===== src/common/tv1_pkg.sv =====
////////////////////////////////////////////////////////////
// Raster geometry, address map, widths and palette of the
// TV-1 background video core, reached as tv1_pkg::name
////////////////////////////////////////////////////////////

package tv1_pkg;

  typedef logic [8:0]  coord_t;
  typedef logic [12:0] cpu_addr_t;
  typedef logic [7:0]  byte_t;
  typedef logic [3:0]  color_t;
  typedef logic [23:0] rgb_t;
  typedef logic [31:0] line_word_t;
  typedef logic [8:0]  bgm_addr_t;
  typedef logic [9:0]  chr_addr_t;

  ////////////////////////////////////////////////////////////
  // Raster geometry

  localparam coord_t NUM_COLS           = 9'd260;
  localparam coord_t NUM_ROWS           = 9'd262;
  localparam coord_t FIRST_ROW_RENDER   = 9'd21;
  localparam coord_t LAST_ROW_RENDER    = 9'd242;
  localparam coord_t FIRST_COL_RENDER   = 9'd28;
  localparam coord_t LAST_COL_RENDER    = 9'd219;
  localparam coord_t LAST_COL_HSYNC     = 9'd19;
  localparam coord_t FIRST_ROW_VSYNC    = 9'd253;
  localparam coord_t LAST_ROW_VSYNC     = 9'd261;
  // Row that fills the first displayed line
  localparam coord_t FIRST_ROW_PREFETCH = 9'd20;
  localparam int     NUM_TILES          = 32;
  localparam coord_t FETCH_LAST_COL     = 9'd31;

  ////////////////////////////////////////////////////////////
  // CPU address map

  localparam cpu_addr_t ADDR_BGM_BASE = 13'h1000;
  localparam cpu_addr_t ADDR_REG_BASE = 13'h1400;

  ////////////////////////////////////////////////////////////
  // Colors, packed as red, green, blue

  localparam color_t BORDER_COLOR = 4'd1;

  localparam rgb_t PALETTE [16] = '{
    24'h00009b, 24'h000000, 24'h0000ff, 24'ha100ff,
    24'h00ff00, 24'ha0ff9d, 24'h00ffff, 24'h00a100,
    24'hff0000, 24'hffa100, 24'hff00ff, 24'hffa09f,
    24'hffff00, 24'ha3a000, 24'ha1a09d, 24'hffffff
  };

endpackage


===== src/common/raster_if.sv =====
////////////////////////////////////////////////////////////
// Raster position and region flags from the timing block
////////////////////////////////////////////////////////////

`timescale 1ns/10ps

interface raster_if;

  tv1_pkg::coord_t row;
  tv1_pkg::coord_t col;
  // Rows that prepare the next displayed line
  logic            fetch_row;
  logic            render_px;

  modport src (output row, col, fetch_row, render_px);

  modport sink (input row, col, fetch_row, render_px);

endinterface


===== src/logic/video_timing.sv =====
////////////////////////////////////////////////////////////
// Row and column counters, region flags and sync outputs,
// delayed two pixel steps to line up with the RGB output
////////////////////////////////////////////////////////////

`timescale 1ns/10ps

module video_timing (
  input  logic  CLK,
  input  logic  arst_n,
  input  logic  CE,
  output logic  vbl,
  output logic  de,
  output logic  hs,
  output logic  vs,
  raster_if.src raster
);

  tv1_pkg::coord_t row;
  tv1_pkg::coord_t col;
  logic            render_row;
  logic            render_px;
  logic            hs_s;
  logic            vs_s;
  logic            de_s;
  logic            vbl_s;

  always_ff @(posedge CLK or negedge arst_n) begin
    if (!arst_n) begin
      row <= '0;
      col <= '0;
    end else if (CE) begin
      if (col == tv1_pkg::NUM_COLS - 9'd1) begin
        col <= '0;
        row <= (row == tv1_pkg::NUM_ROWS - 9'd1) ? '0 : row + 9'd1;
      end else begin
        col <= col + 9'd1;
      end
    end
  end

  assign render_row = (row >= tv1_pkg::FIRST_ROW_RENDER) && (row <= tv1_pkg::LAST_ROW_RENDER);
  assign render_px  = render_row && (col >= tv1_pkg::FIRST_COL_RENDER)
                      && (col <= tv1_pkg::LAST_COL_RENDER);

  assign raster.row       = row;
  assign raster.col       = col;
  assign raster.render_px = render_px;
  assign raster.fetch_row = (row >= tv1_pkg::FIRST_ROW_PREFETCH)
                            && (row < tv1_pkg::LAST_ROW_RENDER);

  // Stage 1 matches the line buffer read, stage 2 the palette register
  always_ff @(posedge CLK or negedge arst_n) begin
    if (!arst_n) begin
      hs_s  <= 1'b0;
      vs_s  <= 1'b0;
      de_s  <= 1'b0;
      vbl_s <= 1'b1;
      hs    <= 1'b0;
      vs    <= 1'b0;
      de    <= 1'b0;
      vbl   <= 1'b1;
    end else if (CE) begin
      hs_s  <= col <= tv1_pkg::LAST_COL_HSYNC;
      vs_s  <= (row >= tv1_pkg::FIRST_ROW_VSYNC) && (row <= tv1_pkg::LAST_ROW_VSYNC);
      de_s  <= render_px;
      vbl_s <= ~render_row;
      hs    <= hs_s;
      vs    <= vs_s;
      de    <= de_s;
      vbl   <= vbl_s;
    end
  end

endmodule


===== src/flat_wrapper.sv =====
// flat-port wrapper written by rule: the top's interface ports become plain ports
module video_timing_flat 
  (CLK, arst_n, CE, vbl, de, hs, vs, raster_row, raster_col, raster_fetch_row, raster_render_px);
  raster_if raster_i ();
  input  logic CLK;
  input  logic arst_n;
  input  logic CE;
  output logic vbl;
  output logic de;
  output logic hs;
  output logic vs;
  output wire logic [$bits(raster_i.row)-1:0] raster_row;
  output wire logic [$bits(raster_i.col)-1:0] raster_col;
  output wire logic [$bits(raster_i.fetch_row)-1:0] raster_fetch_row;
  output wire logic [$bits(raster_i.render_px)-1:0] raster_render_px;
  assign raster_row = raster_i.row;
  assign raster_col = raster_i.col;
  assign raster_fetch_row = raster_i.fetch_row;
  assign raster_render_px = raster_i.render_px;
  video_timing u_core (.CLK(CLK), .arst_n(arst_n), .CE(CE), .vbl(vbl), .de(de), .hs(hs), .vs(vs), .raster(raster_i));
endmodule

===== config.mk =====
export PLATFORM = sky130hd
export DESIGN_NAME = video_timing_flat
export DESIGN_NICKNAME = d
export VERILOG_FILES = /design/src/common/tv1_pkg.sv /design/src/common/raster_if.sv /design/src/logic/video_timing.sv /design/src/flat_wrapper.sv
export SDC_FILE = /design/constraint.sdc
export NUM_CORES = 1
export LEC_CHECK = 0
export BUFFER_PORTS_ARGS = -buffer_cell sky130_fd_sc_hd__buf_2
export CAP_MARGIN = 10
export CORE_MARGIN = 10
export CORE_UTILIZATION = 58
export CTS_CLUSTER_SIZE = 12
export DETAILED_ROUTE_END_ITERATION = 8
export GPL_TIMING_DRIVEN = 0
export HOLD_SLACK_MARGIN = 0.15
export PLACE_DENSITY = 0.94
export SLEW_MARGIN = 30
export SYNTH_ARGS = -nofsm -noshare
export SYNTH_HDL_FRONTEND = slang
export SYNTH_SLANG_ARGS = --single-unit

===== constraint.sdc =====
create_clock -name CLK -period 3.7 [get_ports CLK]
set_clock_uncertainty 0.2 [all_clocks]
set_input_delay 0.74 -clock CLK [delete_from_list [all_inputs] [get_ports CLK]]
set_output_delay 0.74 -clock CLK [all_outputs]
set_load 0.05 [all_outputs]

== Yosys cells after proc, flatten, opt, wreduce, memory -nomap -nowiden ==
Index checks and enable logic that the tools add are counted.
Operators by class
  reduce and logical (&&, ||, !) cells: 6
  multipliers: 0
  $add $sub $neg: 2
  equality and inequality tests: 2
  shift operators: 0
  order comparisons: 9
  muxes and demuxes: 2
  div/mod/pow operators: 0
  bitwise operators: 1
Operators by type and width (count)
  $ge 9x5->1 const B: 3
  $add 9x1->9 const B: 2
  $eq 9x9->1 const B: 2
  $le 9x8->1 const B: 2
  $mux 9: 2
  $ge 9x8->1 const B: 1
  $le 9x5->1 const B: 1
  $le 9x9->1 const B: 1
  $lt 9x8->1 const B: 1
  $logic_and 1x1->1: 5
  $reduce_and 2->1: 1
  $not 1->1: 1
Storage, ports and cells
  ROM bits: 0
  bits in registers: 26
  RAM bits: 0
  word-level logic and storage cells: 32
  latch bits: 0
  output and inout bits: 24
  memories kept: 0

== Depth between registers and ports, before layout ==
Gate-level depths: netlist of the first run.
  word-level depth: 4
  gate-level depth with buffers: 6

== Worst setup path after synthesis of the first run ==
OpenSTA, ideal clock, no wires.
  kind: register -> output
  start: register u_core.row[0] (netlist: u_core.raster.row[0])
  end: output raster_render_px
  required time: 2.760 ns
  path buffers: 0
  stages on the path, launching flop included: 6
  setup slack: -0.415 ns
  arrival: 3.175 ns
  path through: dfrtp_1 -> ha_1 -> nor3_1 -> a211o_1 -> a221o_1 -> nor4_1
Between the ends
  cells in the longest elaborated chain, start to end: 4
RTL lines
  from (decl): line video_timing.sv:19  | tv1_pkg::coord_t row;
  from (signal assigned): line video_timing.sv:35  | row <= (row == tv1_pkg::NUM_ROWS - 9'd1) ? '0 : row + 9'd1;
  $ge 9x5->1 / $le 9x8->1 (equally long branches): line video_timing.sv:42  | assign render_row = (row >= tv1_pkg::FIRST_ROW_RENDER) && (row <= tv1_pkg::LAST_ROW_RENDER);
  $logic_and 1x1->1 (*): line video_timing.sv:42
  $logic_and 1x1->1 (*): line video_timing.sv:43  | assign render_px = render_row && (col >= tv1_pkg::FIRST_COL_RENDER)
  $logic_and 1x1->1 (*): line video_timing.sv:44  | && (col <= tv1_pkg::LAST_COL_RENDER);
  to (decl): line flat_wrapper.sv:15  | output wire logic [$bits(raster_i.render_px)-1:0] raster_render_px;
Mark *: on every way between the ends. The rest lies on a longest branch, timed or not.

== Worst setup path after layout of the first run ==
  start: register u_core.row[1] (netlist: u_core.raster.row[1])
  end: output raster_render_px
Same word-level chain as after synthesis.

==> results of run 1 <==
logic make-up (layout without fill, tap and decap cells):
group | count (synthesis) | in the layout | share of synthesized area [%]
AND/OR/NAND/NOR | 56 | 56 | 23.4
adder cells (fa/ha/maj) | 5 | 5 | 4.43
buffers and inverters | 15 | 44 | 4.52
flip-flops | 26 | 26 | 46.2
multiplexers | 6 | 6 | 4.69
XOR/XNOR | 9 | 9 | 5.58
AO/OA/AOI/OAI | 24 | 24 | 11.2
metal layers:
metal  vias to the layer above  share of wire (%)
met5                         -                  0
met4                         0                1.4
met3                         4                7.7
met2                        50                 47
met1                       586                 43
li1                        564                  -
cell usage in the layout, fill, tap and decap left out, drive strengths merged, types with 3 or more instances in the layout:
cell    netlist  final
buf           1     26
dfrtp        24     24
nand2        11     11
inv          10     10
nor3         10     10
clkbuf        4      8
nand3         7      7
a21oi         6      6
nor2          6      6
nand4         5      5
xnor2         5      5
mux2          5      5
ha            5      5
o21ai         5      5
xor2          4      4
o22ai         3      3
nor4          3      3
worst register-to-register path, stage by stage (launching register included):
cell and delay (ps):
dfrtp_1 480, or3_4 450, or4_4 520, buf_6 150, nor3_4 180, xor2_1 180
state kept, by name, summed over array words and instances (netlist names):
register	flops
u_core.raster.col	9
u_core.raster.row	9
u_core.de	1
u_core.de_s	1
u_core.hs	1
u_core.hs_s	1
u_core.vbl	1
u_core.vbl_s	1
u_core.vs	1
u_core.vs_s	1
cell type report:
type / instances / area, µm²
plain buffers: 5 / 26.3
clock buffers: 4 / 36.3
fillers: 161 / 661
inverters: 10 / 37.5
multi-input cells: 100 / 702
flip-flops and latches: 26 / 653
well taps: 28 / 35.0
repair buffers: 25 / 125
power by group:
part | internal (mW) | leakage (nW) | switching [mW]
clock | 0.0603 | 0.0210 | 0.0867
combinational | 0.0959 | 0.394 | 0.252
sequential | 0.334 | 0.324 | 0.0550
total | 0.490 | 0.739 | 0.393
per-stage QoR:
| step | cell area, µm² | setup slack, ps | total power, mW | util [%] | cells |
|---|---|---|---|---|---|
| floorplan | 1420 | 149 | 0.653 | - | 141 |
| global placement | 1580 | 750 | 0.728 | 69.4 | 194 |
| detailed placement | 1580 | 697 | 0.742 | 69.4 | 194 |
| CTS | 1620 | 293 | 0.887 | 71.0 | 198 |
| global route | 1620 | 172 | 0.927 | 71.0 | 198 |
| finish | 1620 | 251 | 0.883 | 71.0 | 198 |
how the worst max path moves through the flow:
stage | startpoint | end | slack [ps]
3_5_place_dp | u_core.raster.row[1]$_DFFE_PN0P_ | raster_render_px | 700
5_1_grt | u_core.raster.row[1]$_DFFE_PN0P_ | raster_render_px | 170
4_1_cts | u_core.raster.row[1]$_DFFE_PN0P_ | raster_render_px | 290
3_3_place_gp | u_core.raster.row[1]$_DFFE_PN0P_ | raster_render_px | 750
6_report | u_core.raster.row[1]$_DFFE_PN0P_ | raster_render_px | 250
2_1_floorplan | u_core.raster.row[0]$_DFFE_PN0P_ | raster_render_px | 150
==> results.md, run 1 <==
- Vias in the first global route: 1146
- Max Cap Violations: 0
- Post-CTS sizing: 0
- Worst reg-to-reg setup slack: 1490 ps
- Launch point of the worst reg-to-reg path: u_core.raster.col[5]$_DFFE_PN0P_
- Top FF cell, synth: dfrtp_1
- Share of the synthesized area in the top cell type: 42.5%
- CTS Root Cell: clkbuf_4
- Final nets: 179
- Initial core utilization: 62.1%
- DR vias/cell: 6.08
- Routed WL per cell: 16.2 µm
- Final ANT Viol Nets: 0
- # setup viols final: 0
- Post-CTS Hold Buffers: 0
- Worst-Skew Late Latency: roughly 330 ps
- DR iter-0 viols: 77
- Antenna violations before repair: 0
- Synth warn: 0
- RSZ-0062 raised after global routing: no
- Slowest stage cell, crit path: dfrtp_1
- Ys async rst share: 100%
- Number of flops mapped to enable cells by yosys: 0
- Hold crit path type: in2async
- Die span in y: around 69 µm
- Critical path peak fanout: 7
- Area leader, netlist: dfrtp_1
- Cell Chain, Critical Path: inv_1 -> ha_1 -> nor3_1 -> a211o_1 -> a221o_1 -> nor4_2 -> buf_2
- CTS tree: built
- GR Layer Usage met1: 17.0%
- Max incr delay on CP: ~480 ps
- Die ar.: a little under 5000 µm²
- DRC viols: 0
- Crit share post-route: a little over 90%
- Seq/Total Area, Yosys: 46.2%
- Met3 GRT Util: between 3 and 4%
- Total inserted antenna cells: 0
- Synth Instances: 141
- Initial DRT Pass Iterations: 4
- CP bufs+invs: 2
- CP startpoint kind: flop
- Synth cell count leaders: 24 x dfrtp_1, 11 x nand2_1, 10 x inv_1
- Critical path depth in cells: 7
- Clock sinks: 26
- Core region area: 2280 µm²
- Vias: around 1200
- FF-to-FF path depth: 5
- Crit path time final: 3450 ps
- I/O pin total: 27
- Fraction of layout cells with a size suffix above 1: 25.9%
- Critical path's top delay family: compound AO/OA/AOI/OAI gates
- Total Wirelength: 3210 µm
- Routability Congestion: approximately 0.85
- Synth cell types: 44
- Largest net degree at the start of global routing: 27
- Setup TNS: 0 ps
- Outcome: completed
- Fmax: about 290 MHz
- Largest cells by area after synthesis: dfrtp_1 43%, ha_1 4.4%, mux2_2 4.0%
- Mean post-synth cell area: 10.0 µm²
- Core Rows: 17
- Worst-Margin Slew: 641 ps
- CP Class: reg2out
- Critical Path End Type: output port
- Slew Limit Fails: 0
- Clock Path Buffers: 2
- Slew margin rel.: between 50 and 60%
- DP Wirelength: 2430 µm
- Synthesis-to-layout area growth: 14.3%
- Total GRT Usage: 12.9%
- Syn Std Cell Area: 1410 µm²
- Gr ovfl total: 0
- First-pass GRT wire length: between 5000 and 6000 µm
- Setup bufs post-CTS: 0
- FF+latch count, synth: 26
- Cts bufs inserted: 3
- Count leader, synth: dfrtp_1
- Die span in x: 69.4 µm
- Peak supply drop: 483 µV
- WP data required: 2760 ps
- R2r endpoint: u_core.raster.row[7]$_DFFE_PN0P_
- I/O Buffers: 25
- Gr busiest metal: met2
- Worst hold margin: 174 ps
- Syn_nets: 149
- Clk pin slew, worst setup/hold paths: 150 ps
- Leak: 0.739 nW
- M2 GR Usage: 19.5%
- CTS H-tree lvls: 1
- Worst Path Arrival: 2510 ps
- Power per Cell Area: 547 nW/µm²
- Final hold violation count: 0
No activity file was read; power rests on OpenSTA's default activity.
==> inputs of run 2 (changes only) <==
--- a/config.mk
+++ b/config.mk
@@ -8,12 +8,12 @@
 export BUFFER_PORTS_ARGS = -buffer_cell sky130_fd_sc_hd__buf_2
 export CAP_MARGIN = 10
 export CORE_MARGIN = 10
-export CORE_UTILIZATION = 58
+export CORE_UTILIZATION = 45
 export CTS_CLUSTER_SIZE = 12
 export DETAILED_ROUTE_END_ITERATION = 8
 export GPL_TIMING_DRIVEN = 0
 export HOLD_SLACK_MARGIN = 0.15
-export PLACE_DENSITY = 0.94
+export PLACE_DENSITY = 0.78
 export SLEW_MARGIN = 30
 export SYNTH_ARGS = -nofsm -noshare
 export SYNTH_HDL_FRONTEND = slang
==> run 2 against run 1 <==
  * Cell area grew 1.2%
  * Critical path type unchanged
  * Largest power group unchanged
  * Die area grew 20%
  * Setup slack gained 66 ps
  * Highest routed layer unchanged
  * Via count shrank 2.6%
  * Worst hold slack gained 19 ps
  * Sequential share of layout area shrank 0.49 points
  * Maximum frequency grew 1.9%
  * Core utilization shrank 17 points
  * Clock power shrank 4%
==> results.md, run 2 (synthesized netlist as in run 1, its figures left out) <==
- Largest net degree at the start of global routing: 27
- Vias: 1173
- Fraction of layout cells with a size suffix above 1: 25.9%
- CP Class: reg2out
- DRC viols: 0
- Antenna violations before repair: 0
- Commonest cells after routing, fill and taps aside: 25 x buf_2, 24 x dfrtp_1, 11 x nand2_1
- I/O pin total: 27
- Max Used Layer: met4
- Worst-Skew Late Latency: 320 ps
- Peak supply drop: 331 µV
- Fmax: 296 MHz
- Post-CTS sizing: 0
- CP startpoint kind: flop
- WL met2: 1530 µm
- P_int: 0.490 mW
- Metal3 WL: 221 µm
- Max incr delay on CP: 480 ps
- Core region area: ~3000 µm²
- Die span in y: 76.0 µm
- DR vias/cell: 5.48
- Die span in x: 76.0 µm
- Slowest stage cell, crit path: dfrtp_1
- Vias in the first global route: about 1200
- DP Wirelength: 2470 µm
- Total Wirelength: 3210 µm
- Die ar.: 5780 µm²
- Power per Cell Area: between 500 and 600 nW/µm²
- Critical path peak fanout: 7
- Initial DRT Pass Iterations: 4
- CP bufs+invs: 2
- Clock sinks: 26
- Crit share post-route: 91.4%
- Clock Path Buffers: 2
- Slew margin rel.: 61.7%
- Routability Congestion: between 0.8 and 0.9
- Comb power frac: 39.4%
- Final ANT Viol Nets: 0
- Critical Path End Type: output port
- RSZ-0062 raised after global routing: no
- Slew Limit Fails: 0
- Core Rows: 20
- Synthesis-to-layout area growth: 15.8%
- Setup TNS: 0 ps
- Net switching power: 0.384 mW
- Clk pin slew, worst setup/hold paths: between 100 and 150 ps
- Final nets: 179
- CTS tree: built
- Crit path time final: 3380 ps
- CTS H-tree lvls: 1
- Hold crit path type: in2async
- Critical path's top delay family: compound AO/OA/AOI/OAI gates
- Flop pwr share: between 40% and 50%
- Gr ovfl total: 0
- Outcome: completed
- WL met1: 1410 µm
- Total GRT Usage: 11.1%
- Cell Chain, Critical Path: inv_1 -> ha_1 -> nor3_1 -> a211o_1 -> a221o_1 -> nor4_2 -> buf_2
- CTS Root Cell: clkbuf_4
- Worst hold margin: 193 ps
- I/O Buffers: 25
- Cts bufs inserted: 3
- Clock Power Share: between 15 and 20%
- Initial core utilization: 46.7%
- # setup viols final: 0
- Worst Path Arrival: between 2000 and 2500 ps
- Top Registers: u_core.raster.col: 9 flops, u_core.raster.row: 9 flops
- Setup bufs post-CTS: 0
- Max Cap Violations: 0
- Routed WL per cell: roughly 15 µm
- DR iter-0 viols: 81
- Most common cell after layout, fill and taps aside: buf_2
- Post-CTS Hold Buffers: 0
- Leak: around 0.74 nW
- WP data required: 2760 ps
- Worst-Margin Slew: roughly 570 ps
- Final hold violation count: 0
- Switching Fraction: 43.9%
- First-pass GRT wire length: 5460 µm
- Total inserted antenna cells: 0
## run 2: per-layer routing
metal | GRT usage (%) | up-vias
li1 | - | 565
met1 | 14.1 | 562
met2 | 17.3 | 42
met3 | 3.18 | 4
met4 | 4.55 | 0
met5 | 0 | -
## run 2: area by class of cell
class | count | area, µm²
Fill cell | 284 | 1390
Multi-Input combinational cell | 100 | 702
Inverter | 10 | 37.5
Timing Repair Buffer | 25 | 125
Tap cell | 44 | 55.1
Sequential cell | 26 | 653
Clock buffer | 4 | 36.3
Buffer | 5 | 26.3
## run 2: worst paths after layout
check / startpoint / to / slack [ps] / depth (start not counted)
setup / recovery: u_core.raster.row[1]$_DFFE_PN0P_ / raster_render_px / 320 / 7
hold / removal: arst_n / u_core.raster.row[8]$_DFFE_PN0P_ / 190 / 1
setup reg to reg: u_core.raster.col[5]$_DFFE_PN0P_ / u_core.raster.row[5]$_DFFE_PN0P_ / 1510 / 5
hold reg to reg: u_core.de$_DFFE_PN0P_ / u_core.de$_DFFE_PN0P_ / 320 / 1
max in group asynchronous: arst_n / u_core.raster.col[6]$_DFFE_PN0P_ / 2730 / 1
min in group CLK: u_core.de$_DFFE_PN0P_ / u_core.de$_DFFE_PN0P_ / 320 / 1
## run 2: worst register-to-register path, cell delays in order, from the launching register on
cell,delay (ps)
dfrtp_1,480
or3_4,440
or4_4,520
buf_6,150
nor3_2,180
xor2_1,160
## run 2: power by group through the flow
stage	combinational (mW)	clock (mW)	sequential, mW
floorplan	0.131	0	0.521
global placement	0.342	0	0.388
detailed placement	0.349	0	0.392
CTS	0.349	0.147	0.388
global route	0.370	0.161	0.399
finish	0.344	0.141	0.389
## run 2: metrics by stage
| step | worst slack [ps] | cells | power, mW | utilization [%] | area [µm²] |
|---|---|---|---|---|---|
| 2_1_floorplan | 149 | 141 | 0.653 | - | 1420 |
| 3_3_place_gp | 732 | 210 | 0.730 | 52.8 | 1600 |
| 3_5_place_dp | 706 | 210 | 0.742 | 52.8 | 1600 |
| 4_1_cts | 305 | 214 | 0.884 | 54.0 | 1640 |
| 5_1_grt | 167 | 214 | 0.929 | 54.0 | 1640 |
| 6_report | 317 | 214 | 0.874 | 54.0 | 1640 |
==> inputs of run 3 (changes only) <==
==> constraint.sdc (replaced) <==
create_clock -name CLK -period 3.7 [get_ports CLK]
set_clock_uncertainty 0.2 [all_clocks]
set_input_delay 0.74 -clock CLK [delete_from_list [all_inputs] [get_ports CLK]]
set_output_delay 0.74 -clock CLK [all_outputs]
set_load 0.1 [all_outputs]
==> run 3 against run 2 <==
  * Global-route usage shrank 0.13 points
  * Register-to-register slack lost 30 ps
  * Combinational power grew 52%
  * Cell count is the same
  * Sequential share of layout area grew 0.15 points
  * Via count shrank 0.60%
  * Worst hold slack lost 3.4 ps
  * Setup slack lost 49 ps
  * Total power grew 18%
  * Clock power shrank 12%
  * Maximum frequency shrank 1.4%
  * Largest power group is now combinational cells
  * Highest routed layer unchanged
==> results.md, run 3 (synthesized netlist as in run 1, its figures left out) <==
- Outcome: completed
- Max Cap Violations: 0
- DRC viols: 0
- Synthesis-to-layout area growth: 16.7%
- Routability Congestion: 0.913
- Clk pin slew, worst setup/hold paths: approximately 150 ps
- Max Used Layer: met4
- FILL cells: around 280
- Final worst slack: between 200 and 300 ps
- Final Power: 1.03 mW
- DR iter-0 viols: 102
- Worst hold margin: 190 ps
- WP data required: around 2800 ps
- Slew margin rel.: 60.4%
- Worst Path Arrival: around 2500 ps
- Cell Count, Final, Fillers Out: 214
- CP startpoint kind: flop
- Critical Path End Type: output port
- Crit share post-route: 92.8%
- Total inserted antenna cells: 0
- WL met2: about 1500 µm
- Total Wirelength: 3220 µm
- Fmax: 291 MHz
- Critical path peak fanout: 7
- Util after Layout: 54.4%
- Routed WL per cell: 15.0 µm
- Die ar.: 5780 µm²
- Slew Limit Fails: 0
- Peak supply drop: 454 µV
- Worst-Margin Slew: roughly 600 ps
- RSZ-0062 raised after global routing: no
- Placed Instances: 210
- Core region area: approximately 3000 µm²
- Vias: 1166
- CTS tree: built
- Fraction of layout cells with a size suffix above 1: about 29%
- Post-CTS Hold Buffers: 0
- Commonest cells after routing, fill and taps aside: 25 x buf_2, 18 x dfrtp_1, 11 x nand2_1
- Final nets: roughly 180
- Initial DRT Pass Iterations: 4
- Hold crit path type: in2async
- WL met1: 1470 µm
- DP Worst Slack: 630 ps
- Die span in y: approximately 76 µm
- Most common cell after layout, fill and taps aside: buf_2
- I/O Buffers: 25
- DP Wirelength: 2470 µm
- Total GRT Usage: 11.0%
- Setup bufs post-CTS: 0
- # setup viols final: 0
- Vias in the first global route: 1216
- Crit path time final: 3430 ps
- Final ANT Viol Nets: 0
- Cts bufs inserted: 3
- Worst-Skew Late Latency: 320 ps
- Metal3 WL: ~190 µm
- First-pass GRT wire length: 5580 µm
- Die span in x: 76.0 µm
- CTS H-tree lvls: 1
- Gr ovfl total: 0
- Final hold violation count: 0
- Antenna violations before repair: 0
- Initial core utilization: 46.7%
- Clock Path Buffers: 2
- CTS Root Cell: clkbuf_4
- I/O pin total: 27
- Leak: around 0.73 nW
- DR vias/cell: 5.45
- Core Rows: 20
- Top Registers: u_core.raster.col: 9 flops, u_core.raster.row: 9 flops
- CP Class: reg2out
- Largest net degree at the start of global routing: 27
- Post-CTS sizing: 0
- Clock sinks: 26
- Power per Cell Area: 627 nW/µm²
[run 3: cell counts in the layout (fill, tap and decap cells not counted)]
No cell type changed its count.
[run 3: worst paths after layout]
| path | startpoint | to | slack, ps | cells past startpoint |
|---|---|---|---|---|
| max in group asynchronous | arst_n | u_core.raster.col[1]$_DFFE_PN0P_ | 2670 | 1 |
| worst min-delay path | arst_n | u_core.raster.row[7]$_DFFE_PN0P_ | 190 | 1 |
| worst max register to register | u_core.raster.col[5]$_DFFE_PN0P_ | u_core.raster.row[5]$_DFFE_PN0P_ | 1480 | 5 |
| worst max-delay path | u_core.raster.row[1]$_DFFE_PN0P_ | raster_render_px | 270 | 7 |
| min in group CLK | u_core.vs$_DFFE_PN0P_ | u_core.vs$_DFFE_PN0P_ | 310 | 1 |
| worst min register to register | u_core.vs$_DFFE_PN0P_ | u_core.vs$_DFFE_PN0P_ | 310 | 1 |
[run 3: metal layers]
metal | vias up | global-route usage [%]
met5 | - | 0
met4 | 0 | 2.46
met3 | 2 | 3.18
met2 | 39 | 18.4
met1 | 555 | 13.6
li1 | 570 | -
[run 3: cell type report]
cell class | count | area (µm²) | area share, %
flip-flops and latches | 26 | 661 | 40.1
plain buffers | 5 | 26.3 | 1.59
well taps | 44 | 55.1 | 3.34
clock buffers | 4 | 26.3 | 1.59
multi-input cells | 100 | 717 | 43.5
repair buffers | 25 | 125 | 7.59
inverters | 10 | 37.5 | 2.28
[run 3: through the flow]
step                      area, µm²  TNS, ps
after floorplan                1440    -2.18
after global placement         1620        0
after detailed placement       1620        0
after CTS                      1650        0
after global routing           1650        0
final                          1650        0
[run 3: worst max-delay path, cell delays in order, from the launching register on]
cell	delay [ps]
dfrtp_2	470
inv_1	160
ha_1	220
nor3_1	80
a211o_1	230
a221o_1	420
nor4_4	140
buf_2	460
[run 3: report_power, final]
group / internal, mW / leakage [nW] / switching, mW
Combinational: 0.0991 / 0.397 / 0.423
Sequential: 0.335 / 0.317 / 0.0527
Clock: 0.0421 / 0.0150 / 0.0817
