[config.mk]
export PLATFORM = sky130hd
export DESIGN_NAME = host_port_flat
export DESIGN_NICKNAME = d
export VERILOG_FILES = /design/src/common/tv1_pkg.sv /design/src/common/vid_regs_if.sv /design/src/logic/host_port.sv /design/src/flat_wrapper.sv
export SDC_FILE = /design/constraint.sdc
export NUM_CORES = 1
export LEC_CHECK = 0
export BUFFER_PORTS_ARGS = -buffer_cell sky130_fd_sc_hd__buf_2
export CAP_MARGIN = 20
export CORE_ASPECT_RATIO = 1.1
export CORE_MARGIN = 2
export CORE_UTILIZATION = 53
export CTS_CLUSTER_SIZE = 24
export DETAILED_ROUTE_END_ITERATION = 6
export PLACE_DENSITY = 0.85
export SYNTH_ARGS = -nofsm -noshare
export SYNTH_HDL_FRONTEND = slang
export SYNTH_SLANG_ARGS = --single-unit
[constraint.sdc]
create_clock -name CLK -period 2.21 [get_ports CLK]
set_clock_uncertainty 0.2 [all_clocks]
set_input_delay 0.1105 -clock CLK [delete_from_list [all_inputs] [get_ports CLK]]
set_output_delay 0.1105 -clock CLK [all_outputs]
set_load 0.01 [all_outputs]
[src/common/tv1_pkg.sv]
////////////////////////////////////////////////////////////
// Raster geometry, address map, widths and palette of the
// TV-1 background video core, reached as tv1_pkg::name
////////////////////////////////////////////////////////////

package tv1_pkg;

  typedef logic [8:0]  coord_t;
  typedef logic [12:0] cpu_addr_t;
  typedef logic [7:0]  byte_t;
  typedef logic [3:0]  color_t;
  typedef logic [23:0] rgb_t;
  typedef logic [31:0] line_word_t;
  typedef logic [8:0]  bgm_addr_t;
  typedef logic [9:0]  chr_addr_t;

  ////////////////////////////////////////////////////////////
  // Raster geometry

  localparam coord_t NUM_COLS           = 9'd260;
  localparam coord_t NUM_ROWS           = 9'd262;
  localparam coord_t FIRST_ROW_RENDER   = 9'd21;
  localparam coord_t LAST_ROW_RENDER    = 9'd242;
  localparam coord_t FIRST_COL_RENDER   = 9'd28;
  localparam coord_t LAST_COL_RENDER    = 9'd219;
  localparam coord_t LAST_COL_HSYNC     = 9'd19;
  localparam coord_t FIRST_ROW_VSYNC    = 9'd253;
  localparam coord_t LAST_ROW_VSYNC     = 9'd261;
  // Row that fills the first displayed line
  localparam coord_t FIRST_ROW_PREFETCH = 9'd20;
  localparam int     NUM_TILES          = 32;
  localparam coord_t FETCH_LAST_COL     = 9'd31;

  ////////////////////////////////////////////////////////////
  // CPU address map

  localparam cpu_addr_t ADDR_BGM_BASE = 13'h1000;
  localparam cpu_addr_t ADDR_REG_BASE = 13'h1400;

  ////////////////////////////////////////////////////////////
  // Colors, packed as red, green, blue

  localparam color_t BORDER_COLOR = 4'd1;

  localparam rgb_t PALETTE [16] = '{
    24'h00009b, 24'h000000, 24'h0000ff, 24'ha100ff,
    24'h00ff00, 24'ha0ff9d, 24'h00ffff, 24'h00a100,
    24'hff0000, 24'hffa100, 24'hff00ff, 24'hffa09f,
    24'hffff00, 24'ha3a000, 24'ha1a09d, 24'hffffff
  };

endpackage

[src/common/vid_regs_if.sv]
////////////////////////////////////////////////////////////
// Decoded control register fields, driven by the host port
// and read by the background fetch
////////////////////////////////////////////////////////////

`timescale 1ns/10ps

interface vid_regs_if;

  logic            bm_ena;
  logic            bm_lores;
  logic            bm_invx;
  logic            bm_invy;
  tv1_pkg::color_t bm_clr_bg;
  tv1_pkg::color_t bm_clr_fg;
  logic [3:0]      bm_xmax;
  logic [3:0]      bm_ymax;
  tv1_pkg::color_t ch_clr_bg;
  tv1_pkg::color_t ch_clr_fg;

  modport src (output bm_ena, bm_lores, bm_invx, bm_invy, bm_clr_bg, bm_clr_fg,
               bm_xmax, bm_ymax, ch_clr_bg, ch_clr_fg);

  modport sink (input bm_ena, bm_lores, bm_invx, bm_invy, bm_clr_bg, bm_clr_fg,
                bm_xmax, bm_ymax, ch_clr_bg, ch_clr_fg);

endinterface

[src/logic/host_port.sv]
////////////////////////////////////////////////////////////
// CPU side of the chip. Decodes the memory and register
// windows, holds the control registers and the read data
////////////////////////////////////////////////////////////

`timescale 1ns/10ps

module host_port (
  input  logic               CLK,
  input  logic               arst_n,
  input  logic               CE,
  input  tv1_pkg::cpu_addr_t a,
  input  tv1_pkg::byte_t     db_i,
  input  logic               rdb,
  input  logic               wrb,
  input  logic               csb,
  output tv1_pkg::byte_t     db_o,
  output logic               db_oe,
  output logic               cpu_bgm_sel,
  output logic               cpu_bgm_we,
  input  tv1_pkg::byte_t     bgm_rdata,
  vid_regs_if.src            regs
);

  logic           cpu_rd;
  logic           cpu_wr;
  logic           sel_bgm;
  logic           sel_reg;
  tv1_pkg::byte_t ctrl [4];

  assign cpu_rd = ~(csb | rdb);
  assign cpu_wr = ~(csb | wrb);

  // $1000-$11FF and $1400-$15FF, registers mirror every 4 bytes
  assign sel_bgm = ~csb && (a[12:9] == tv1_pkg::ADDR_BGM_BASE[12:9]);
  assign sel_reg = ~csb && (a[12:9] == tv1_pkg::ADDR_REG_BASE[12:9]);

  assign cpu_bgm_sel = sel_bgm & (cpu_rd | cpu_wr);
  assign cpu_bgm_we  = sel_bgm & cpu_wr;
  assign db_oe       = cpu_rd;

  always_ff @(posedge CLK or negedge arst_n) begin
    if (!arst_n) begin
      for (int i = 0; i < 4; i++) begin
        ctrl[i] <= '0;
      end
    end else if (sel_reg && cpu_wr) begin
      ctrl[a[1:0]] <= db_i;
    end
  end

  // Read data, memory byte arrives one clock after the address
  always_ff @(posedge CLK or negedge arst_n) begin
    if (!arst_n) begin
      db_o <= '0;
    end else if (CE && cpu_rd) begin
      if (sel_bgm) begin
        db_o <= bgm_rdata;
      end else if (sel_reg) begin
        db_o <= ctrl[a[1:0]];
      end
    end
  end

  ////////////////////////////////////////////////////////////
  // Register fields
  // Reg 0 bits 4 and 5 are the sprite controls, kept for read-back

  assign regs.bm_ena    = ctrl[0][0];
  assign regs.bm_lores  = ctrl[0][1];
  assign regs.bm_invx   = ctrl[0][6];
  assign regs.bm_invy   = ctrl[0][7];
  assign regs.bm_clr_bg = ctrl[1][3:0];
  assign regs.bm_clr_fg = ctrl[1][7:4];
  assign regs.bm_xmax   = ctrl[2][3:0];
  assign regs.bm_ymax   = ctrl[2][7:4];
  assign regs.ch_clr_bg = ctrl[3][3:0];
  assign regs.ch_clr_fg = ctrl[3][7:4];

endmodule

[src/flat_wrapper.sv]
// flat-port wrapper written by rule: the top's interface ports become plain ports
module host_port_flat 
  (CLK, arst_n, CE, a, db_i, rdb, wrb, csb, db_o, db_oe, cpu_bgm_sel, cpu_bgm_we, bgm_rdata, regs_bm_ena, regs_bm_lores, regs_bm_invx, regs_bm_invy, regs_bm_clr_bg, regs_bm_clr_fg, regs_bm_xmax, regs_bm_ymax, regs_ch_clr_bg, regs_ch_clr_fg);
  vid_regs_if regs_i ();
  input  logic CLK;
  input  logic arst_n;
  input  logic CE;
  input  tv1_pkg::cpu_addr_t a;
  input  tv1_pkg::byte_t db_i;
  input  logic rdb;
  input  logic wrb;
  input  logic csb;
  output tv1_pkg::byte_t db_o;
  output logic db_oe;
  output logic cpu_bgm_sel;
  output logic cpu_bgm_we;
  input  tv1_pkg::byte_t bgm_rdata;
  output wire logic [$bits(regs_i.bm_ena)-1:0] regs_bm_ena;
  output wire logic [$bits(regs_i.bm_lores)-1:0] regs_bm_lores;
  output wire logic [$bits(regs_i.bm_invx)-1:0] regs_bm_invx;
  output wire logic [$bits(regs_i.bm_invy)-1:0] regs_bm_invy;
  output wire logic [$bits(regs_i.bm_clr_bg)-1:0] regs_bm_clr_bg;
  output wire logic [$bits(regs_i.bm_clr_fg)-1:0] regs_bm_clr_fg;
  output wire logic [$bits(regs_i.bm_xmax)-1:0] regs_bm_xmax;
  output wire logic [$bits(regs_i.bm_ymax)-1:0] regs_bm_ymax;
  output wire logic [$bits(regs_i.ch_clr_bg)-1:0] regs_ch_clr_bg;
  output wire logic [$bits(regs_i.ch_clr_fg)-1:0] regs_ch_clr_fg;
  assign regs_bm_ena = regs_i.bm_ena;
  assign regs_bm_lores = regs_i.bm_lores;
  assign regs_bm_invx = regs_i.bm_invx;
  assign regs_bm_invy = regs_i.bm_invy;
  assign regs_bm_clr_bg = regs_i.bm_clr_bg;
  assign regs_bm_clr_fg = regs_i.bm_clr_fg;
  assign regs_bm_xmax = regs_i.bm_xmax;
  assign regs_bm_ymax = regs_i.bm_ymax;
  assign regs_ch_clr_bg = regs_i.ch_clr_bg;
  assign regs_ch_clr_fg = regs_i.ch_clr_fg;
  host_port u_core (.CLK(CLK), .arst_n(arst_n), .CE(CE), .a(a), .db_i(db_i), .rdb(rdb), .wrb(wrb), .csb(csb), .db_o(db_o), .db_oe(db_oe), .cpu_bgm_sel(cpu_bgm_sel), .cpu_bgm_we(cpu_bgm_we), .bgm_rdata(bgm_rdata), .regs(regs_i));
endmodule
Word-level counts from Yosys, hierarchy flattened:

Cells that the tools add are included.

* register bits: 40
* input port bits: 35
* output and inout port bits: 39
* word-level logic and storage cells: 33

* order comparisons: 2
* equal/unequal tests: 2
* mux-type cells: 8
* bitwise gates (word level): 9
* reduce and logical (&&, ||, !) cells: 7

Operator list (count)
* two-way mux 8 bit: 5
* bitwise mux 32 bit: 1
* binary-select mux 8 bit (select 2 bit): 1
* demux 8 bit (select 2 bit): 1
* == test 4 bit, second input constant: 2
* logical AND 1 bit: 5
* >= comparator 3 bit, second input constant: 1
* < comparator 3 x 1 -> 1 bit, second input constant: 1
* NOT 1 bit: 3
* NOT 2 -> 3 bit: 1
* bitwise OR 1 bit: 3
* bitwise AND 1 bit: 2
* AND reduction 2 bit: 1
* nonzero test 2 bit: 1

Depth between registers and ports, before layout:

Gate-level depths: netlist of run 1.

* word-level depth: 6
* gate-level depth with buffers: 5
* mapped depth without buffers: 3

Worst setup path after synthesis of run 1:

OpenSTA, ideal clock, no wires.

* kind: input to register
* start point: in a[11]
* end point: reg u_core.ctrl (netlist bit u_core.regs.bm_xmax[0])
* setup time: 0.125 ns
* arrival time: 1.575 ns
* data required time: 1.885 ns
* setup slack: 0.310 ns
* cell stages on the path: 4
* buffers on the path: 1
* path through: or4b_1 -> buf_2 -> nor4_4 -> mux2_2

* longest elaborated chain between the ends: 3

Ends and longest elaborated chain
* start, declared: RTL line flat_wrapper.sv:8 `input tv1_pkg::cpu_addr_t a;`
* == test 4 bit: RTL line host_port.sv:36 `assign sel_reg = ~csb && (a[12:9] == tv1_pkg::ADDR_REG_BASE[12:9]);`
* logical AND 1 bit: RTL line host_port.sv:36
* logical AND 1 bit: RTL line host_port.sv:47 `end else if (sel_reg && cpu_wr) begin`
* end signal, assigned by index: RTL line host_port.sv:48 `ctrl[a[1:0]] <= db_i;`
* end, declared: RTL line host_port.sv:29 `tv1_pkg::byte_t ctrl [4];`

Every way passes these cells.
A chain may end at the register's enable or synchronous reset.

Worst setup path after layout of run 1:

* start point: in a[11]
* end point: out cpu_bgm_sel

* longest elaborated chain between the ends: 3

Ends and longest elaborated chain
* == test 4 bit: RTL line host_port.sv:35 `assign sel_bgm = ~csb && (a[12:9] == tv1_pkg::ADDR_BGM_BASE[12:9]);`
* logical AND 1 bit: RTL line host_port.sv:35
* bitwise AND 1 bit: RTL line host_port.sv:38 `assign cpu_bgm_sel = sel_bgm & (cpu_rd | cpu_wr);`
* end, declared: RTL line flat_wrapper.sv:15 `output logic cpu_bgm_sel;`

Every way passes these cells.

==> run metrics, run 1 <==
M3 GR Usage=5.19%; GRT Total Usage=21.3%; Post-Syn Area=0.00206 sq mm; met2 Track Usage GR=35.4%; PD cells=617 mW/mm^2; kind of critical path=in -> out; yosys warns=0; CTS tree=built; Clock Sink Count=40; Initial Util=55.8%; Die Y=69.3 um; final setup fails=0; Finished Cell Area=0.00257 sq mm; Core Area=0.00368 sq mm; leading cell type in the layout, fill and taps excluded=buf_2; CP arrival=1.52 ns; DP HPWL=3060 um; #FFs+latches synth=40; post-CTS setup buffer count=0; number of global-route vias before repair=1522; Worst Setup End Kind=primary output; hold buffers post-CTS=17; initial antenna violation count=0; Via density=5.21; critical path launch point type=input pin; first drt pass iteration count=4; share of layout cells above drive strength 1=55.5%; Die X=63.4 um; I/O Buffers=66; Tmin final=1.83 ns; CTS max path bufs=2; Reg clk slew, reported paths=0.07 ns; Unique masters post-synth=21; DRC viols=0; Synth Area per Inst=13.1 sq um; largest net degree at the start of global routing=41; placed cell area=0.00231 sq mm; Final ANT Viol Nets=0; Die Footprint=0.00439 sq mm; Final TNS setup=0 ns; global-route wire length before repair=7270 um; Design Power=1.59 mW; Wirelength per Cell=15.3 um; peak supply drop=0.000528 V; Slew Limit Fails=0; syn_nets=192; Worst-Skew Late Latency=0.29 ns; Routability Congestion=0.770; outcome=finished clean; final WL=4240 um; post-CTS sizing=0; maximum achievable frequency=0.548 GHz; Final Hold Vio Count=0; post-synthesis sequential area ratio=48.7%; clock root buffer=clkbuf_8; Hold Crit Class=in -> reg; Area Growth Syn to Fin=25.1%; total number of vias=1443; unrepaired setup endpoints after global routing=false; grt total ovfl=0; cells after synthesis=157; Worst slew margin=42.0%; most frequent cells in the layout=buf_2, dfrtp_1, mux2_2; grt peak-use layer=met2; NumNets Final=261; met1 GRT Util=26.8%; max cap viols=0; Crit path required time=1.90 ns; Row Count=23; num ports=74; antenna fix cells=0; static leakage=1.32 nW; period utilization=82.6%; CTS H-tree depth=2; Slew @ Worst Pin=0.870 ns; crit-path max FO=11; TritonCTS buffer count=5; Iter 0 DRT Violations=27
## synth_stat cells
cell | n | share of area [%]
o21ai_0 | 8 | 1.9
nor3_1 | 1 | 0.24
nand2_1 | 2 | 0.37
nor4_4 | 2 | 2.1
clkbuf_1 | 4 | 0.73
buf_2 | 2 | 0.49
nor3_4 | 1 | 0.79
a21oi_1 | 8 | 1.9
clkinv_1 | 1 | 0.18
buf_4 | 24 | 8.8
nor4b_2 | 1 | 0.73
o31ai_1 | 8 | 2.9
or2_2 | 1 | 0.30
mux2_2 | 32 | 18
or4b_1 | 1 | 0.49
mux4_2 | 8 | 8.8
dfrtp_1 | 40 | 49
nor2_1 | 9 | 1.6
nand2b_1 | 2 | 0.61
nor4b_1 | 1 | 0.43
a211oi_1 | 1 | 0.37
## worst paths after layout
kind	startpoint	to	slack (ns)	cells after the start
setup / recovery	a[11]	cpu_bgm_sel	0.38	5
hold / removal	a[10]	u_core.db_o[1]$_DFFE_PN0P_	0.03	3
setup reg to reg	u_core.regs.ch_clr_fg[2]$_DFFE_PN0P_	u_core.db_o[6]$_DFFE_PN0P_	0.78	3
hold reg to reg	u_core.db_o[3]$_DFFE_PN0P_	u_core.db_o[3]$_DFFE_PN0P_	0.31	2
max in group asynchronous	arst_n	u_core.regs.ch_clr_fg[1]$_DFFE_PN0P_	1.00	2
min in group asynchronous	arst_n	u_core.regs.ch_clr_bg[3]$_DFFE_PN0P_	0.27	2
## power by group
part / internal [mW] / switching (mW)
logic: 0.146 / 0.131
clock network: 0.254 / 0.232
registers: 0.788 / 0.0366
total: 1.19 / 0.399
## flip-flops by register name, summed over array words and instances, names as in the netlist
signal / cells
u_core.regs.bm_clr_fg: 4
u_core.ctrl: 4
u_core.regs.bm_ena: 1
u_core.regs.bm_invx: 1
u_core.regs.bm_ymax: 4
u_core.regs.ch_clr_bg: 4
u_core.regs.bm_clr_bg: 4
u_core.regs.ch_clr_fg: 4
u_core.regs.bm_invy: 1
u_core.regs.bm_lores: 1
u_core.regs.bm_xmax: 4
u_core.db_o: 8
## metal layers
metal,vias to the layer above,part of all wire [%],wire length (um)
met1,693,42,1790
met5,-,0,0
met3,7,6.1,258
met4,0,1.9,82
met2,55,50,2110
li1,688,-,-
## worst max-delay path, stage by stage
cell,delay [ns]
buf_2,0.11
or4b_1,0.69
buf_4,0.24
a211oi_1,0.20
buf_2,0.16
## cells by family (layout without fill, tap and decap cells)
logic type             count (synthesis)  after routing  synth area share, %
AO/OA/AOI/OAI                         25             25                 7.18
buffers and inverters                 31            101                 10.2
flip-flops                            40             40                 48.7
multiplexers                          40             40                 26.3
AND/OR/NAND/NOR                       21             21                 7.67
## final cells by class
cell class                 instances  area, sq um
timing repair buffer              92          568
inverter                           1         3.75
clock buffer                       8         90.1
sequential                        40         1000
multi-input combinational         86          846
tap                               50         62.6
fill                             284         1110
## through the flow
stage               hold slack [ns]  instances  util (%)  setup WS [ns]
finish                       0.0277        277      69.8          0.384
detailed placement           0.0720        252      62.7          0.104
CTS                          0.0253        277      69.8          0.376
global route                 0.0430        277      69.8          0.319
floorplan                    -0.385        157         -          0.310
global placement             0.0709        252      62.7          0.110
No activity file was read; power rests on OpenSTA's default activity.
==> inputs of run 2 (changes only) <==
ABC_AREA = 1   (was unset)
CORE_UTILIZATION = 46   (was 53)
PLACE_DENSITY = 0.76   (was 0.85)
clock period = 1.66 ns   (was 2.21 ns; I/O delays follow)
==> run 2 against run 1 <==
  * Via count increased by 50%
  * Die area is 33% higher
  * Register-to-register slack worse by 0.27 ns
  * Cell area up 11%
  * First-iteration DRC count increased to 4.9 times the previous value
  * Highest routed layer unchanged
==> run metrics, run 2 <==
Wirelength per Cell=13.8 um; Synth Area per Inst=7.64 sq um; Slew Limit Fails=0; DP HPWL=4460 um; top cells by area, synth=dfrtp_1, nand2_1, nand4_1, buf_4, nand3_4; peak supply drop=0.000499 V; share of layout cells above drive strength 1=25.4%; Core Area=0.00503 sq mm; first drt pass iteration count=4; #FFs+latches synth=40; Clock Sink Count=40; Tmin final=1.31 ns; Hold Path Depth=5; most frequent cells in the layout=nand2_1, buf_2, dfrtp_1; Reg2Reg Depth=6; Reg2Reg Capture Point=u_core.db_o[2]$_DFFE_PN0P_; period utilization=79.0%; Post-Synth XOR/XNOR Area=0%; I/O Buffers=66; initial antenna violation count=0; Iter 0 DRT Violations=133; Final TNS setup=0 ns; max cap viols=0; grt total ovfl=0; unrepaired setup endpoints after global routing=false; antenna fix cells=0; Reg clk slew, reported paths=0.08 ns; Slew @ Worst Pin=0.464 ns; Worst slew margin=69.1%; pre-CTS setup slack=0.220 ns; crit path capture=cpu_bgm_sel; Fillers=490; largest family of logic cells by synthesized area=simple AND/OR/NAND/NOR gates; area of the multi-input gates=0.00108 sq mm; setup slack after layout=0.349 ns; Die X=73.1 um; Final Hold Vio Count=0; number of global-route vias before repair=2045; CP arrival=1.03 ns; cells after synthesis=316; yosys warns=0; post-synthesis sequential area ratio=41.5%; Adder-Cell Fraction of Synth Area=0%; largest area contributor in the netlist=dfrtp_1; outcome=finished clean; commonest register cell after synthesis=dfrtp_1; maximum achievable frequency=0.763 GHz; Worst Setup End Kind=primary output; CTS max path bufs=2; clock root buffer=clkbuf_8; post-CTS setup buffer count=0; Unique masters post-synth=18; r2r startpoint=u_core.regs.bm_xmax[2]$_DFFE_PN0P_; Routability Congestion=0.840; Synth Area in Compound Gates=0.207%; Initial Util=48.0%; post-CTS sizing=0; static leakage=1.71 nW; number of synthesized flops with an enable pin=0; Final ANT Viol Nets=0; NumNets Final=412; Worst-Skew Late Latency=0.29 ns; Post-Syn Area=0.00241 sq mm; Die Y=80.0 um; simple-gate share of the synthesized area=44.6%; leading cell type in the layout, fill and taps excluded=nand2_1; final WL=6010 um; critical path launch point type=input pin; kind of critical path=in -> out; total number of vias=2166; Via density=4.97; synth cell count leaders=nand2_1, dfrtp_1, nand4_1, buf_4, nor2_1; Setup crit start=a[10]; Die Footprint=0.00585 sq mm; num ports=74; largest net degree at the start of global routing=23; PD cells=768 mW/mm^2; FF/Latch Area=0.00100 sq mm; ys async rst share=100%; CTS H-tree depth=2; CTS tree=built; cell with the most instances after synthesis=nand2_1; most flop-heavy register=u_core.db_o; Area Growth Syn to Fin=18.2%; DRC viols=0; Crit path required time=1.38 ns; max FFs per register=8; syn_nets=351; final setup fails=0; Hold Crit Class=in -> reg; top cell type's share of synthesized area=41.5%; mux contribution to synthesized area=0%; global-route wire length before repair=9840 um; hold buffers post-CTS=17; placed cell area=0.00259 sq mm; r2r setup slk=0.51 ns; crit-path max FO=10; Finished Cell Area=0.00286 sq mm; GRT Total Usage=22.1%; TritonCTS buffer count=5; Row Count=27
run 2: power by group:
part	internal (mW)	switching [mW]
clock network	0.332	0.344
logic	0.167	0.253
registers	1.04	0.0550
run 2: worst max-delay path, stage by stage:
cell     delay, ns
buf_2         0.17
nor2_1        0.12
nand3_1       0.29
a21oi_1       0.21
buf_2         0.15
run 2: kinds of logic (layout without fill, tap and decap cells):
logic type | Yosys count | in the layout
compound gates | 1 | 1
buf+inv | 47 | 109
flops | 40 | 40
simple gates | 228 | 228
run 2: how the worst min path moves through the flow:
stage,start,to,slack (ns)
4_1_cts,a[12],u_core.regs.bm_invy$_DFFE_PN0P_,0.05
6_report,a[10],u_core.db_o[5]$_DFFE_PN0P_,0.05
3_5_place_dp,arst_n,u_core.regs.ch_clr_fg[3]$_DFFE_PN0P_,-0.13
5_1_grt,a[12],u_core.regs.bm_ena$_DFFE_PN0P_,0.07
2_1_floorplan,arst_n,u_core.ctrl[26]$_DFFE_PN0P_,-0.41
3_3_place_gp,arst_n,u_core.regs.ch_clr_fg[3]$_DFFE_PN0P_,-0.15
run 2: cell type report:
type | instances | area share, %
inverters | 11 | 1.45
flip-flops and latches | 40 | 35.1
clock buffers | 6 | 2.89
multi-input cells | 229 | 37.9
well taps | 58 | 2.54
clock inverters | 2 | 0.351
repair buffers | 90 | 19.8
run 2: layer usage:
metal	track usage, %	part of all wire [%]
met5	0	0
met4	7.59	1.1
met3	4.04	4.8
met2	35.0	47
met1	30.0	47
run 2: per-stage QoR:
step                power (mW)  hold WS, ns  cells  utilization (%)
floorplan                 1.39       -0.413    316                -
global placement          1.50       -0.146    411             51.5
global route              2.31       0.0663    436             56.7
CTS                       2.21       0.0470    436             56.7
detailed placement        1.51       -0.129    411             51.5
finish                    2.19       0.0515    436             56.7
==> inputs of run 3 (changes only) <==
clock period = 1.17 ns   (was 1.66 ns; I/O delays follow)
==> run 3 against run 2 <==
  * Worst setup slack got worse by 0.32 ns
  * Critical path type is now reg -> out
  * Global-route usage rose by 0.63 points
  * Die area did not move
  * Clock power rose by 70%
  * Sequential cell count did not move
  * Routed wire length rose by 4.1%
  * Cell area rose by 5.9%
  * Register-to-register slack got worse by 0.46 ns
  * Hold slack got worse by 0.050 ns
==> run metrics, run 3 (same netlist as run 2, synthesis figures left out) <==
CP delay by family, top=flip-flops; number of global-route vias before repair=2043; antenna fix cells=0; final setup fails=0; Worst slew margin=74.9%; outcome=finished clean; crit-path cells=buf_2; most flop-heavy register=u_core.db_o; Die Footprint=0.00585 sq mm; Tmin final=1.14 ns; crit-path max FO=3; Final Hold Vio Count=0; maximum achievable frequency=0.878 GHz; max incr delay on CP=0.43 ns; total number of vias=2263; Via density=5.06; post-layout util=60.1%; sequential power share=46.4%; Initial Util=48.0%; Worst-Skew Late Latency=0.30 ns; Crit path required time=0.91 ns; peak supply drop=0.000536 V; DRC viols=0; Die X=73.1 um; initial antenna violation count=0; Final TNS setup=0 ns; CTS H-tree depth=2; CP arrival=0.88 ns; final WL=6250 um; kind of critical path=reg -> out; Core Area=0.00503 sq mm; I/O Buffers=66; sw power=971 uW; DP HPWL=4460 um; Combinational Power Share=19.4%; GRT Total Usage=22.7%; P_int=2.39 mW; Row Count=27; Final ANT Viol Nets=0; max cap viols=0; NumNets Final=423; Slew @ Worst Pin=0.375 ns; Die Y=80.0 um; grt total ovfl=0; Clock Sink Count=40; critical path launch point type=flop; period utilization=97.4%; num ports=74; TritonCTS buffer count=5; largest net degree at the start of global routing=41; number of buffer and inverter stages on the critical path=1; clock power share=34.2%; unrepaired setup endpoints after global routing=true; Reg clk slew, reported paths=0.08 ns; Switching Share=28.9%; max FFs per register=8; PD cells=1110 mW/mm^2; Worst Setup End Kind=primary output; leading cell type in the layout, fill and taps excluded=nand2_1; CTS tree=built; global-route wire length before repair=10100 um; CTS max path bufs=2; clock root buffer=clkbuf_8; Hold Crit Class=in -> reg; Iter 0 DRT Violations=149; first drt pass iteration count=4; Routability Congestion=0.895; static leakage=1.80 nW; Wirelength per Cell=14.0 um; slowest cell on the critical path=dfrtp_1; Area Growth Syn to Fin=25.2%; share of layout cells above drive strength 1=28.8%; most frequent cells in the layout=nand2_1, buf_2, dfrtp_1; Slew Limit Fails=0
[run 3: what timing repair did]
| action | CTS | global route |
|---|---|---|
| pin swaps | 0 | 16 |
| gates resized for setup | 2 | 5 |
| hold endpoints to repair | 80 | 0 |
| endpoints found under the setup margin | 2 | 6 |
| setup buffers | 0 | 3 |
| hold buffers | 17 | 0 |
[run 3: layer usage]
layer	part of all wire [%]	routed length (um)	up-vias	track usage, %
li1	-	-	1141	-
met4	2.0	123	0	7.41
met5	0	0	-	0
met1	45	2830	1031	31.6
met2	47	2930	81	35.6
met3	5.9	366	10	3.79
[run 3: cell type report]
type / instances / area (sq um)
tap: 58 / 72.6
fill: 445 / 2010
clock inverter: 3 / 42.5
inverter: 11 / 41.3
multi-input combinational: 229 / 1100
sequential: 40 / 1000
timing repair buffer: 101 / 698
clock buffer: 5 / 68.8
[run 3: path summary, 6_finish.rpt]
kind,from,to,slack (ns),cells after the start
worst max-delay path,u_core.regs.bm_clr_bg[1]$_DFFE_PN0P_,regs_bm_clr_bg[1],0.03,1
max in group asynchronous,arst_n,u_core.db_o[7]$_DFFE_PN0P_,0.51,3
worst min register to register,u_core.ctrl[28]$_DFFE_PN0P_,u_core.ctrl[28]$_DFFE_PN0P_,0.28,2
min in group asynchronous,arst_n,u_core.regs.bm_ymax[2]$_DFFE_PN0P_,0.05,3
worst max register to register,u_core.regs.ch_clr_bg[3]$_DFFE_PN0P_,u_core.db_o[3]$_DFFE_PN0P_,0.05,6
worst min-delay path,a[12],u_core.regs.bm_ymax[1]$_DFFE_PN0P_,0.002,5
[run 3: power groups by stage]
| stage | logic [mW] | registers (mW) | clock network, mW |
|---|---|---|---|
| 2_1_floorplan | 0.400 | 1.57 | 0 |
| 6_report | 0.653 | 1.56 | 1.15 |
| 4_1_cts | 0.640 | 1.56 | 1.15 |
| 3_3_place_gp | 0.586 | 1.58 | 0 |
| 3_5_place_dp | 0.598 | 1.58 | 0 |
| 5_1_grt | 0.724 | 1.57 | 1.23 |
[run 3: through the flow]
step	power [mW]	area [sq um]	setup slack [ns]	hold WS (ns)	cells
after global placement	2.17	2710	-0.0946	-0.159	421
after CTS	3.35	2980	0.0216	0.0108	444
after global routing	3.53	3020	-0.0292	0.0213	447
final	3.36	3020	0.0306	0.00193	447
after floorplan	1.97	2410	0.115	-0.437	316
after detailed placement	2.18	2710	-0.130	-0.155	421
